==> src/hw/cache_settings.svh <==
`ifndef CACHE_SETTINGS_SVH
`define CACHE_SETTINGS_SVH

// address and data widths
`define CACHE_ADDR_W      16
`define CACHE_WORD_W      16

// address split: tag | index | offset | byte bit
`define CACHE_TAG_W       9
`define CACHE_INDEX_W     3
`define CACHE_OFFSET_W    3

// geometry
`define CACHE_LINE_WORDS  8
`define CACHE_LINE_W      (`CACHE_LINE_WORDS * `CACHE_WORD_W)  // 128 bits per line
`define CACHE_SETS        (1 << `CACHE_INDEX_W)                // one entry per index
`define CACHE_WAYS        2

// processor side flow control
`define CACHE_CPU_CREDITS 1

`endif
==> src/hw/cache_pkg.sv <==
`include "cache_settings.svh"

package cache_pkg;

	typedef logic [`CACHE_WORD_W-1:0]   word_t;
	typedef logic [`CACHE_TAG_W-1:0]    tag_t;
	typedef logic [`CACHE_INDEX_W-1:0]  index_t;
	typedef logic [`CACHE_OFFSET_W-1:0] offset_t;

	// one cache line, seen as words for reads and writeback, as bytes for the blender
	typedef union packed {
		word_t [`CACHE_LINE_WORDS-1:0]          words;
		logic [`CACHE_LINE_W/8-1:0][7:0]        bytes;
	} line_u;

	typedef struct packed {
		logic                     valid;   // single cycle, spends one credit
		logic                     write;
		logic [`CACHE_ADDR_W-1:0] addr;
		word_t                    wdata;
		logic [1:0]               byte_en; // [1] high byte, [0] low byte
	} cpu_req_t;

	typedef struct packed {
		logic  valid;
		word_t rdata;    // undefined for writes
	} cpu_rsp_t;

	typedef struct packed {
		logic                     valid;
		logic                     write;   // 1 writeback, 0 fill
		logic [`CACHE_ADDR_W-1:0] addr;    // line aligned
		line_u                    data;
	} pmem_req_t;

	typedef struct packed {
		logic  ack;
		line_u data;     // fill data, valid with ack
	} pmem_rsp_t;

	// controller -> datapath
	typedef struct packed {
		logic                   load_req;
		logic [`CACHE_WAYS-1:0] way_we;
		logic                   fill_sel;  // line and address come from the fill path
		logic                   dirty_in;
		logic                   wb_way;
	} dp_ctrl_t;

	// datapath -> controller
	typedef struct packed {
		logic [`CACHE_WAYS-1:0] hit;
		logic [`CACHE_WAYS-1:0] valid;
		logic [`CACHE_WAYS-1:0] dirty;
		logic                   req_write;
		index_t                 req_index;
	} dp_status_t;

endpackage

==> src/hw/cache_top.sv <==
`timescale 1ns/1ps
`include "cache_settings.svh"

module cache_top (
	input  logic                  clk,
	input  logic                  rst_n,
	input  cache_pkg::cpu_req_t   cpu_req,
	output cache_pkg::cpu_rsp_t   cpu_rsp,
	output logic                  credit,
	output cache_pkg::pmem_req_t  pmem_req,
	input  cache_pkg::pmem_rsp_t  pmem_rsp
);
	import cache_pkg::*;

	dp_ctrl_t                 dp_ctrl;
	dp_status_t               dp_status;
	logic [`CACHE_ADDR_W-1:0] pmem_addr;   // from the datapath
	line_u                    pmem_wdata;
	logic                     pmem_valid;  // from the controller
	logic                     pmem_write;

	// ##########################################################
	// controller
	// ##########################################################

	cache_ctrl u_ctrl (
		.clk        (clk),
		.rst_n      (rst_n),
		.cpu_valid  (cpu_req.valid),
		.status     (dp_status),
		.pmem_ack   (pmem_rsp.ack),
		.ctrl       (dp_ctrl),
		.pmem_valid (pmem_valid),
		.pmem_write (pmem_write),
		.rsp_valid  (cpu_rsp.valid),
		.credit     (credit)
	);

	// ##########################################################
	// datapath
	// ##########################################################

	cache_datapath u_datapath (
		.clk        (clk),
		.rst_n      (rst_n),
		.cpu_req    (cpu_req),
		.ctrl       (dp_ctrl),
		.pmem_rdata (pmem_rsp.data),
		.status     (dp_status),
		.rdata      (cpu_rsp.rdata),
		.pmem_addr  (pmem_addr),
		.pmem_wdata (pmem_wdata)
	);

	// memory request, handshake bits from the controller, payload from the datapath
	assign pmem_req.valid = pmem_valid;
	assign pmem_req.write = pmem_write;
	assign pmem_req.addr  = pmem_addr;
	assign pmem_req.data  = pmem_wdata;

endmodule

==> src/hw/cache_ctrl.sv <==
`timescale 1ns/1ps
`include "cache_settings.svh"

module cache_ctrl (
	input  logic                   clk,
	input  logic                   rst_n,
	input  logic                   cpu_valid,   // request present, credit already spent
	input  cache_pkg::dp_status_t  status,
	input  logic                   pmem_ack,
	output cache_pkg::dp_ctrl_t    ctrl,
	output logic                   pmem_valid,
	output logic                   pmem_write,
	output logic                   rsp_valid,
	output logic                   credit       // one pulse per response
);
	import cache_pkg::*;

	typedef enum logic [2:0] {
		ST_IDLE,
		ST_COMPARE,    // status valid for the latched request
		ST_RESPOND,
		ST_WRITEBACK,  // dirty victim to memory
		ST_FILL        // line from memory into the victim way
	} state_e;

	state_e                 state_q;
	state_e                 state_d;
	logic [`CACHE_SETS-1:0] lru_q;      // per set, the way to replace next
	logic                   victim_q;   // way chosen on the last miss
	logic                   victim;
	logic                   hit_any;

	assign hit_any = |status.hit;

	// invalid ways first, way 0 before way 1, then the LRU way
	always_comb begin
		if (!status.valid[0]) begin
			victim = 1'b0;
		end else if (!status.valid[1]) begin
			victim = 1'b1;
		end else begin
			victim = lru_q[status.req_index];
		end
	end

	// ##########################################################
	// next state and outputs
	// ##########################################################

	always_comb begin
		state_d       = state_q;
		ctrl          = '0;
		ctrl.wb_way   = victim_q;     // only matters during writeback
		pmem_valid    = 1'b0;
		pmem_write    = 1'b0;
		rsp_valid     = 1'b0;
		credit        = 1'b0;

		case (state_q)
			ST_IDLE: begin
				if (cpu_valid) begin
					ctrl.load_req = 1'b1;
					state_d       = ST_COMPARE;
				end
			end

			ST_COMPARE: begin
				if (hit_any) begin
					// write hit merges the word now, the way updates at the edge
					if (status.req_write) begin
						ctrl.way_we   = status.hit;
						ctrl.dirty_in = 1'b1;
					end
					state_d = ST_RESPOND;
				end else if (status.dirty[victim]) begin
					state_d = ST_WRITEBACK;
				end else begin
					state_d = ST_FILL;
				end
			end

			ST_RESPOND: begin
				rsp_valid = 1'b1;
				credit    = 1'b1;   // credit goes back with the response
				if (cpu_valid) begin
					ctrl.load_req = 1'b1;
					state_d       = ST_COMPARE;
				end else begin
					state_d = ST_IDLE;
				end
			end

			ST_WRITEBACK: begin
				pmem_valid = 1'b1;
				pmem_write = 1'b1;
				if (pmem_ack) begin
					state_d = ST_FILL;
				end
			end

			ST_FILL: begin
				pmem_valid    = 1'b1;
				ctrl.fill_sel = 1'b1;  // held for the whole fill, keeps the address stable
				if (pmem_ack) begin
					ctrl.way_we[victim_q] = 1'b1; // clean line, dirty_in stays 0
					state_d               = ST_COMPARE;  // redo the compare, now a hit
				end
			end

			default: begin
				state_d = ST_IDLE;
			end
		endcase
	end

	// ##########################################################
	// state, victim and LRU registers
	// ##########################################################

	always_ff @(posedge clk or negedge rst_n) begin
		if (!rst_n) begin
			state_q  <= ST_IDLE;
			victim_q <= 1'b0;
			lru_q    <= '0;
		end else begin
			state_q <= state_d;
			if (state_q == ST_COMPARE) begin
				if (hit_any) begin
					lru_q[status.req_index] <= status.hit[0]; // point at the way not used
				end else begin
					victim_q <= victim;
				end
			end
		end
	end

endmodule

==> src/hw/cache_datapath.sv <==
`timescale 1ns/1ps
`include "cache_settings.svh"

module cache_datapath (
	input  logic                       clk,
	input  logic                       rst_n,
	input  cache_pkg::cpu_req_t        cpu_req,
	input  cache_pkg::dp_ctrl_t        ctrl,
	input  cache_pkg::line_u           pmem_rdata,  // fill line from memory
	output cache_pkg::dp_status_t      status,
	output cache_pkg::word_t           rdata,       // word for the processor
	output logic [`CACHE_ADDR_W-1:0]   pmem_addr,
	output cache_pkg::line_u           pmem_wdata   // victim line for writeback
);
	import cache_pkg::*;

	localparam int LOW_W = `CACHE_ADDR_W - `CACHE_TAG_W - `CACHE_INDEX_W; // offset + byte bit

	cpu_req_t               req_q;        // request under service
	tag_t                   req_tag;
	index_t                 req_index;
	offset_t                req_offset;

	line_u                  way_line [`CACHE_WAYS];
	tag_t                   way_tag  [`CACHE_WAYS];
	logic [`CACHE_WAYS-1:0] way_valid;
	logic [`CACHE_WAYS-1:0] way_dirty;
	logic [`CACHE_WAYS-1:0] way_hit;

	logic                   hit_sel;      // way feeding the read and the blender
	line_u                  hit_line;
	line_u                  blend_line;   // hit line with the write word merged in
	line_u                  line_wr;      // line presented to both ways
	tag_t                   addr_tag;

	// ##########################################################
	// request register and address split
	// ##########################################################

	// loads when the controller accepts a request, holds through the miss
	always_ff @(posedge clk) begin
		if (ctrl.load_req) begin
			req_q <= cpu_req;
		end
	end

	assign req_tag    = req_q.addr[`CACHE_ADDR_W-1 -: `CACHE_TAG_W];
	assign req_index  = req_q.addr[LOW_W +: `CACHE_INDEX_W];
	assign req_offset = req_q.addr[1 +: `CACHE_OFFSET_W];   // bit 0 is the byte bit

	// ##########################################################
	// ways and tag compare
	// ##########################################################

	for (genvar w = 0; w < `CACHE_WAYS; w++) begin : g_way
		cache_way u_way (
			.clk      (clk),
			.rst_n    (rst_n),
			.index    (req_index),
			.we       (ctrl.way_we[w]),
			.line_in  (line_wr),
			.tag_in   (req_tag),            // fill and write hit both store the request tag
			.dirty_in (ctrl.dirty_in),
			.line_out (way_line[w]),
			.tag_out  (way_tag[w]),
			.valid    (way_valid[w]),
			.dirty    (way_dirty[w])
		);

		assign way_hit[w] = way_valid[w] && (way_tag[w] == req_tag);
	end

	// ##########################################################
	// read path, blender and write data
	// ##########################################################

	assign hit_sel  = way_hit[1];            // way 0 when neither hits, value unused then
	assign hit_line = way_line[hit_sel];
	assign rdata    = hit_line.words[req_offset];

	line_blender u_blender (
		.line_in  (hit_line),
		.offset   (req_offset),
		.byte_en  (req_q.byte_en),
		.wdata    (req_q.wdata),
		.line_out (blend_line)
	);

	// memory line on a fill, merged line on a write hit
	assign line_wr = ctrl.fill_sel ? pmem_rdata : blend_line;

	// ##########################################################
	// memory address and writeback data
	// ##########################################################

	// fill_sel also marks the fill phase: request tag, else the victim's stored tag
	assign addr_tag   = ctrl.fill_sel ? req_tag : way_tag[ctrl.wb_way];
	assign pmem_addr  = {addr_tag, req_index, {LOW_W{1'b0}}};  // line aligned
	assign pmem_wdata = way_line[ctrl.wb_way];

	// status back to the controller
	assign status.hit       = way_hit;
	assign status.valid     = way_valid;
	assign status.dirty     = way_dirty;
	assign status.req_write = req_q.write;
	assign status.req_index = req_index;

endmodule

==> src/hw/line_blender.sv <==
`timescale 1ns/1ps

module line_blender (
	input  cache_pkg::line_u   line_in,   // current line contents
	input  cache_pkg::offset_t offset,    // word within the line
	input  logic [1:0]         byte_en,   // [1] high byte, [0] low byte
	input  cache_pkg::word_t   wdata,
	output cache_pkg::line_u   line_out
);

	// byte k of the line sits at bits [8k+7:8k]
	// word n owns bytes 2n (low) and 2n+1 (high)
	always_comb begin
		line_out = line_in; // untouched bytes pass through

		// low byte
		if (byte_en[0]) begin
			line_out.bytes[{offset, 1'b0}] = wdata[7:0];
		end

		// high byte
		if (byte_en[1]) begin
			line_out.bytes[{offset, 1'b1}] = wdata[15:8];
		end
	end

endmodule

==> src/hw/cache_way.sv <==
`timescale 1ns/1ps
`include "cache_settings.svh"

module cache_way (
	input  logic               clk,
	input  logic               rst_n,
	input  cache_pkg::index_t  index,     // set being read and written
	input  logic               we,
	input  cache_pkg::line_u   line_in,
	input  cache_pkg::tag_t    tag_in,
	input  logic               dirty_in,
	output cache_pkg::line_u   line_out,
	output cache_pkg::tag_t    tag_out,
	output logic               valid,
	output logic               dirty
);
	import cache_pkg::*;

	// ##########################################################
	// storage
	// ##########################################################

	line_u                  line_q [`CACHE_SETS];  // data array
	tag_t                   tag_q  [`CACHE_SETS];  // tag array
	logic [`CACHE_SETS-1:0] valid_q;               // one valid bit per set
	logic [`CACHE_SETS-1:0] dirty_q;               // one dirty bit per set

	// payload arrays, written whole on every way write
	always_ff @(posedge clk) begin
		if (we) begin
			line_q[index] <= line_in;
			tag_q[index]  <= tag_in;
		end
	end

	// status bits start clear so every set misses after reset
	always_ff @(posedge clk or negedge rst_n) begin
		if (!rst_n) begin
			valid_q <= '0;
			dirty_q <= '0;
		end else if (we) begin
			valid_q[index] <= 1'b1;     // any write leaves the entry valid
			dirty_q[index] <= dirty_in; // clean on fill, dirty on write hit
		end
	end

	// ##########################################################
	// combinational read
	// ##########################################################

	assign line_out = line_q[index];
	assign tag_out  = tag_q[index];
	assign valid    = valid_q[index];
	assign dirty    = dirty_q[index];

endmodule

==> config.mk <==
export PLATFORM = sky130hd
export DESIGN_NAME = cache_top
export DESIGN_NICKNAME = d
export VERILOG_FILES = /design/src/hw/cache_pkg.sv /design/src/hw/cache_top.sv /design/src/hw/cache_ctrl.sv /design/src/hw/cache_datapath.sv /design/src/hw/line_blender.sv /design/src/hw/cache_way.sv
export VERILOG_INCLUDE_DIRS = /design/src /design/src/hw
export SDC_FILE = /design/constraint.sdc
export NUM_CORES = 2
export LEC_CHECK = 0
export BUFFER_PORTS_ARGS = -buffer_cell sky130_fd_sc_hd__buf_2
export CAP_MARGIN = 20
export CORE_UTILIZATION = 37
export CTS_BUF_LIST = sky130_fd_sc_hd__clkbuf_4 sky130_fd_sc_hd__clkbuf_8
export DETAILED_ROUTE_END_ITERATION = 7
export SLEW_MARGIN = 0
export SYNTH_ARGS = -nofsm -noshare
export SYNTH_HDL_FRONTEND = slang
export SYNTH_SLANG_ARGS = --single-unit
export TNS_END_PERCENT = 10
==> constraint.sdc <==
create_clock -name clk -period 13.1 [get_ports clk]
set_clock_uncertainty 0.2 [all_clocks]
set_input_delay 2.62 -clock clk [delete_from_list [all_inputs] [get_ports clk]]
set_output_delay 2.62 -clock clk [all_outputs]
set_load 0.005 [all_outputs]
==> results.cfg <==
[yosys]
syn-cell-area_um2 = 92300
synth_seq_cells = 2273
synth_largest_area_cell = edfxtp_1
netlist_instances = 4710
syn_area_per_cell_um2 = 19.6
yosysWarnings = 0
yosysSeqAreaShare = 0.737
synth_top_area_frac = 0.724
async_flop_share = 0.0194
synthTopCellsByArea = edfxtp_1 72%, mux4_2 13%, mux2_2 2.4%
synth_top_flop_cell = edfxtp_1
yosysUniqueCellTypes = 69
synth_edf_count = 2226

[critical_path]
r2r_cells = 12
end_kind = primary output
criticalPathCategory = flip-flop to primary output
cp_data_arrival_time_ns = 7.58
r2r-end = u_datapath.g_way[1].u_way.line_q[6][19]
worst-path-max-fanout = 47
start_kind = flip-flop
cp.required_ns = 10.28
r2r_setup_slack_ns = 5.13

[sta]
tightestPinTransition_ns = 1.19
setup-tns-final_ns = 0
fin_crit_sh = 0.794
grt_setup_unrepaired = false
setup-violations-final = 0
slew_viol_final = 0
slew_headroom = 0.205
min_period_ns = 10.40
hold_viol_final = 0
max_freq_ghz = 0.0962

[final_layout]
multi_input_area_um2 = 23000
final_util = 0.427
seq_area_um2 = 68000
num-nets-final = 5445
fillerInstances = 21800
syn_to_final_growth_pct = 14.3
post_route_cells_drive_above_1_share = 0.333

[run]
cap_viol_max_count = 0

[placement]
portBuffers = 325
dp_hpwl_mm = 170
routabilityCongestion = 0.829

[drt]
totalWireLength_mm = 289
route.detailed.drc = 0
wl_per_cell_um = 32.5
first_pass_iters = 5
antenna_left = 0
vias = 51200
viasPerCell = 5.76
dr.first_iter.drc_count = 6653

[global_route]
overflow = 0
grt_max_degree = 138
grt_usage = 0.227
grt_pass1_wl_mm = 397
antenna_found_initial = 20
grt_pass1_vias = 51100

[worst_hold_path]
hold_depth = 1
hp-start = u_datapath.g_way[1].u_way.valid_q[0]
min_path_type = flip-flop to flip-flop
hold_path_end = u_datapath.g_way[1].u_way.valid_q[0]

[cts]
clkTransAtPathRegs_ns = 0.05
post_cts_buffers = 0
hold_buffers = 0
clk_root_buffer_cell = clkbuf_8
numCtsBuffers = 381
cts_tree = built
cts_resized = 0
clock_latency_ns = 1.11
cts_max_level = 5
cts_sinks = 2273
cts_buffer_depth = 4

[power_and_ir_drop]
powerDensity_nw_per_um2 = 211
p_total_mw = 22.3
p_leak_nw = 34.4
vdd.ir_drop.worst_uv = 127

[floorplan]
initial_core_util = 0.374
core_um2 = 247000
dieArea_um2 = 251000
die_w_um = 501
ios = 331
row_count = 182
die_h_um = 501

[run_status]
status = finished, final reports clean
[sequential cells by signal, indices dropped and copies added, names as in the netlist, named ones only]
register	count
u_ctrl.lru_q	8
u_ctrl.state_q	3
u_ctrl.victim_q	1
u_datapath.g_way.u_way.dirty_q	16
u_datapath.g_way.u_way.line_q	2048
u_datapath.g_way.u_way.tag_q	144
u_datapath.g_way.u_way.valid_q	16
u_datapath.pmem_addr	3
u_datapath.req_offset	3
u_datapath.req_q	27
u_datapath.status	1
[how the worst max path moves through the flow]
stage	slack, ns	end	depth (start not counted)	from
floorplan	3.20	u_datapath.g_way[0].u_way.dirty_q[0]	4	pmem_rsp[128]
finish	2.70	cpu_rsp[8]	13	flip-flop
global route	2.46	cpu_rsp[8]	13	flip-flop
CTS	2.61	cpu_rsp[8]	13	flip-flop
detailed placement	3.81	cpu_rsp[8]	13	flip-flop
global placement	3.84	cpu_rsp[8]	13	flip-flop
[critical path: stages (launching register included)]
cell and delay [ns]:
dfxtp_4 1.02, buf_4 0.62, mux4_2 0.59, mux2i_1 0.25, xor2_1 0.21, nand2_1 0.14, nor4_4 0.28, buf_4 0.45
nand2_4 0.69, buf_4 0.53, mux2i_1 0.57, o22ai_1 0.13, or4b_1 0.69, buf_2 0.21
[layout make-up]
| cell class | count | area share |
|---|---|---|
| clock buffer | 513 | 0.0595 |
| timing repair buffer | 491 | 0.0294 |
| antenna | 18 | 0.000427 |
| clock inverter | 144 | 0.00796 |
| tap | 3312 | 0.0393 |
| multi-input combinational | 2120 | 0.218 |
| sequential | 2273 | 0.645 |
| inverter | 11 | 0.000439 |
[where the power goes]
group          switching (mW)  total, mW  internal [mW]  leakage [nW]
Clock                    2.80       6.05           3.25          3.76
Combinational            4.24       6.41           2.18          10.1
Sequential              0.187       9.80           9.61          20.6
[kinds of logic (layout without fill, tap and decap cells)]
family                    Yosys count  count (layout)  synth area share
buffers and inverters             320            1159            0.0158
DFF                              2273            2273             0.737
muxes                             962             962             0.181
xor gates and xnor gates           17              17           0.00161
AOI/OAI and AO/OA                 481             481            0.0338
other                               1              22         0.0000406
and+or+nand+nor                   656             656            0.0308
[layer usage]
metal	track usage	vias to the layer above	wire (µm)
met5	0	-	35
met4	0.106	6	14800
met3	0.0506	594	27000
met2	0.356	2931	134000
met1	0.299	27100	113000
li1	-	20500	-
[through the flow]
stage / std cells / hold WS (ns) / setup WS, ns / cell area (µm²)
6_report: 8882 / 0.261 / 2.70 / 105000
2_1_floorplan: 4713 / 0.233 / 3.20 / 92300
3_3_place_gp: 8166 / 0.246 / 3.84 / 98000
5_1_grt: 8870 / 0.288 / 2.46 / 105000
4_1_cts: 8825 / 0.268 / 2.61 / 105000
3_5_place_dp: 8168 / 0.249 / 3.81 / 98000
[cells in the mapped netlist, types with 6 or more instances]
cell / instances
o211ai_1: 73
inv_1: 10
nor2_1: 303
o21ai_0: 51
o22ai_1: 27
buf_1: 44
nand2_1: 182
a21oi_1: 116
xor2_1: 15
dfrtp_1: 44
and3_1: 16
mux2i_1: 211
a221oi_1: 11
clkbuf_1: 146
edfxtp_1: 2226
or2_2: 19
buf_2: 84
nand4_1: 6
nand3_1: 66
nor2b_1: 10
mux4_2: 544
nor3_1: 10
mux2_2: 194
mux2_1: 13
buf_4: 30
o21a_1: 52
o21ai_1: 39
a22oi_1: 19
a31oi_1: 40
o311ai_1: 10
and2_1: 10
[placed cells by master (no fill, tap or decap), drive strengths merged, types with 15 or more instances in the layout]
cell | netlist | final
clkbuf | 146 | 522
a22oi | 19 | 19
edfxtp | 2226 | 2226
o21ai | 90 | 90
nand2 | 183 | 183
and3 | 16 | 16
o211ai | 73 | 73
xor2 | 15 | 15
a21oi | 116 | 116
nor2 | 305 | 305
o22ai | 27 | 27
o21a | 52 | 52
clkinv | 0 | 124
dfrtp | 44 | 44
buf | 163 | 482
nand3 | 66 | 66
a31oi | 40 | 40
diode | 0 | 18
mux4 | 544 | 544
mux2 | 207 | 207
mux2i | 211 | 211
or2 | 19 | 19
No activity file was read; power rests on OpenSTA's default activity.
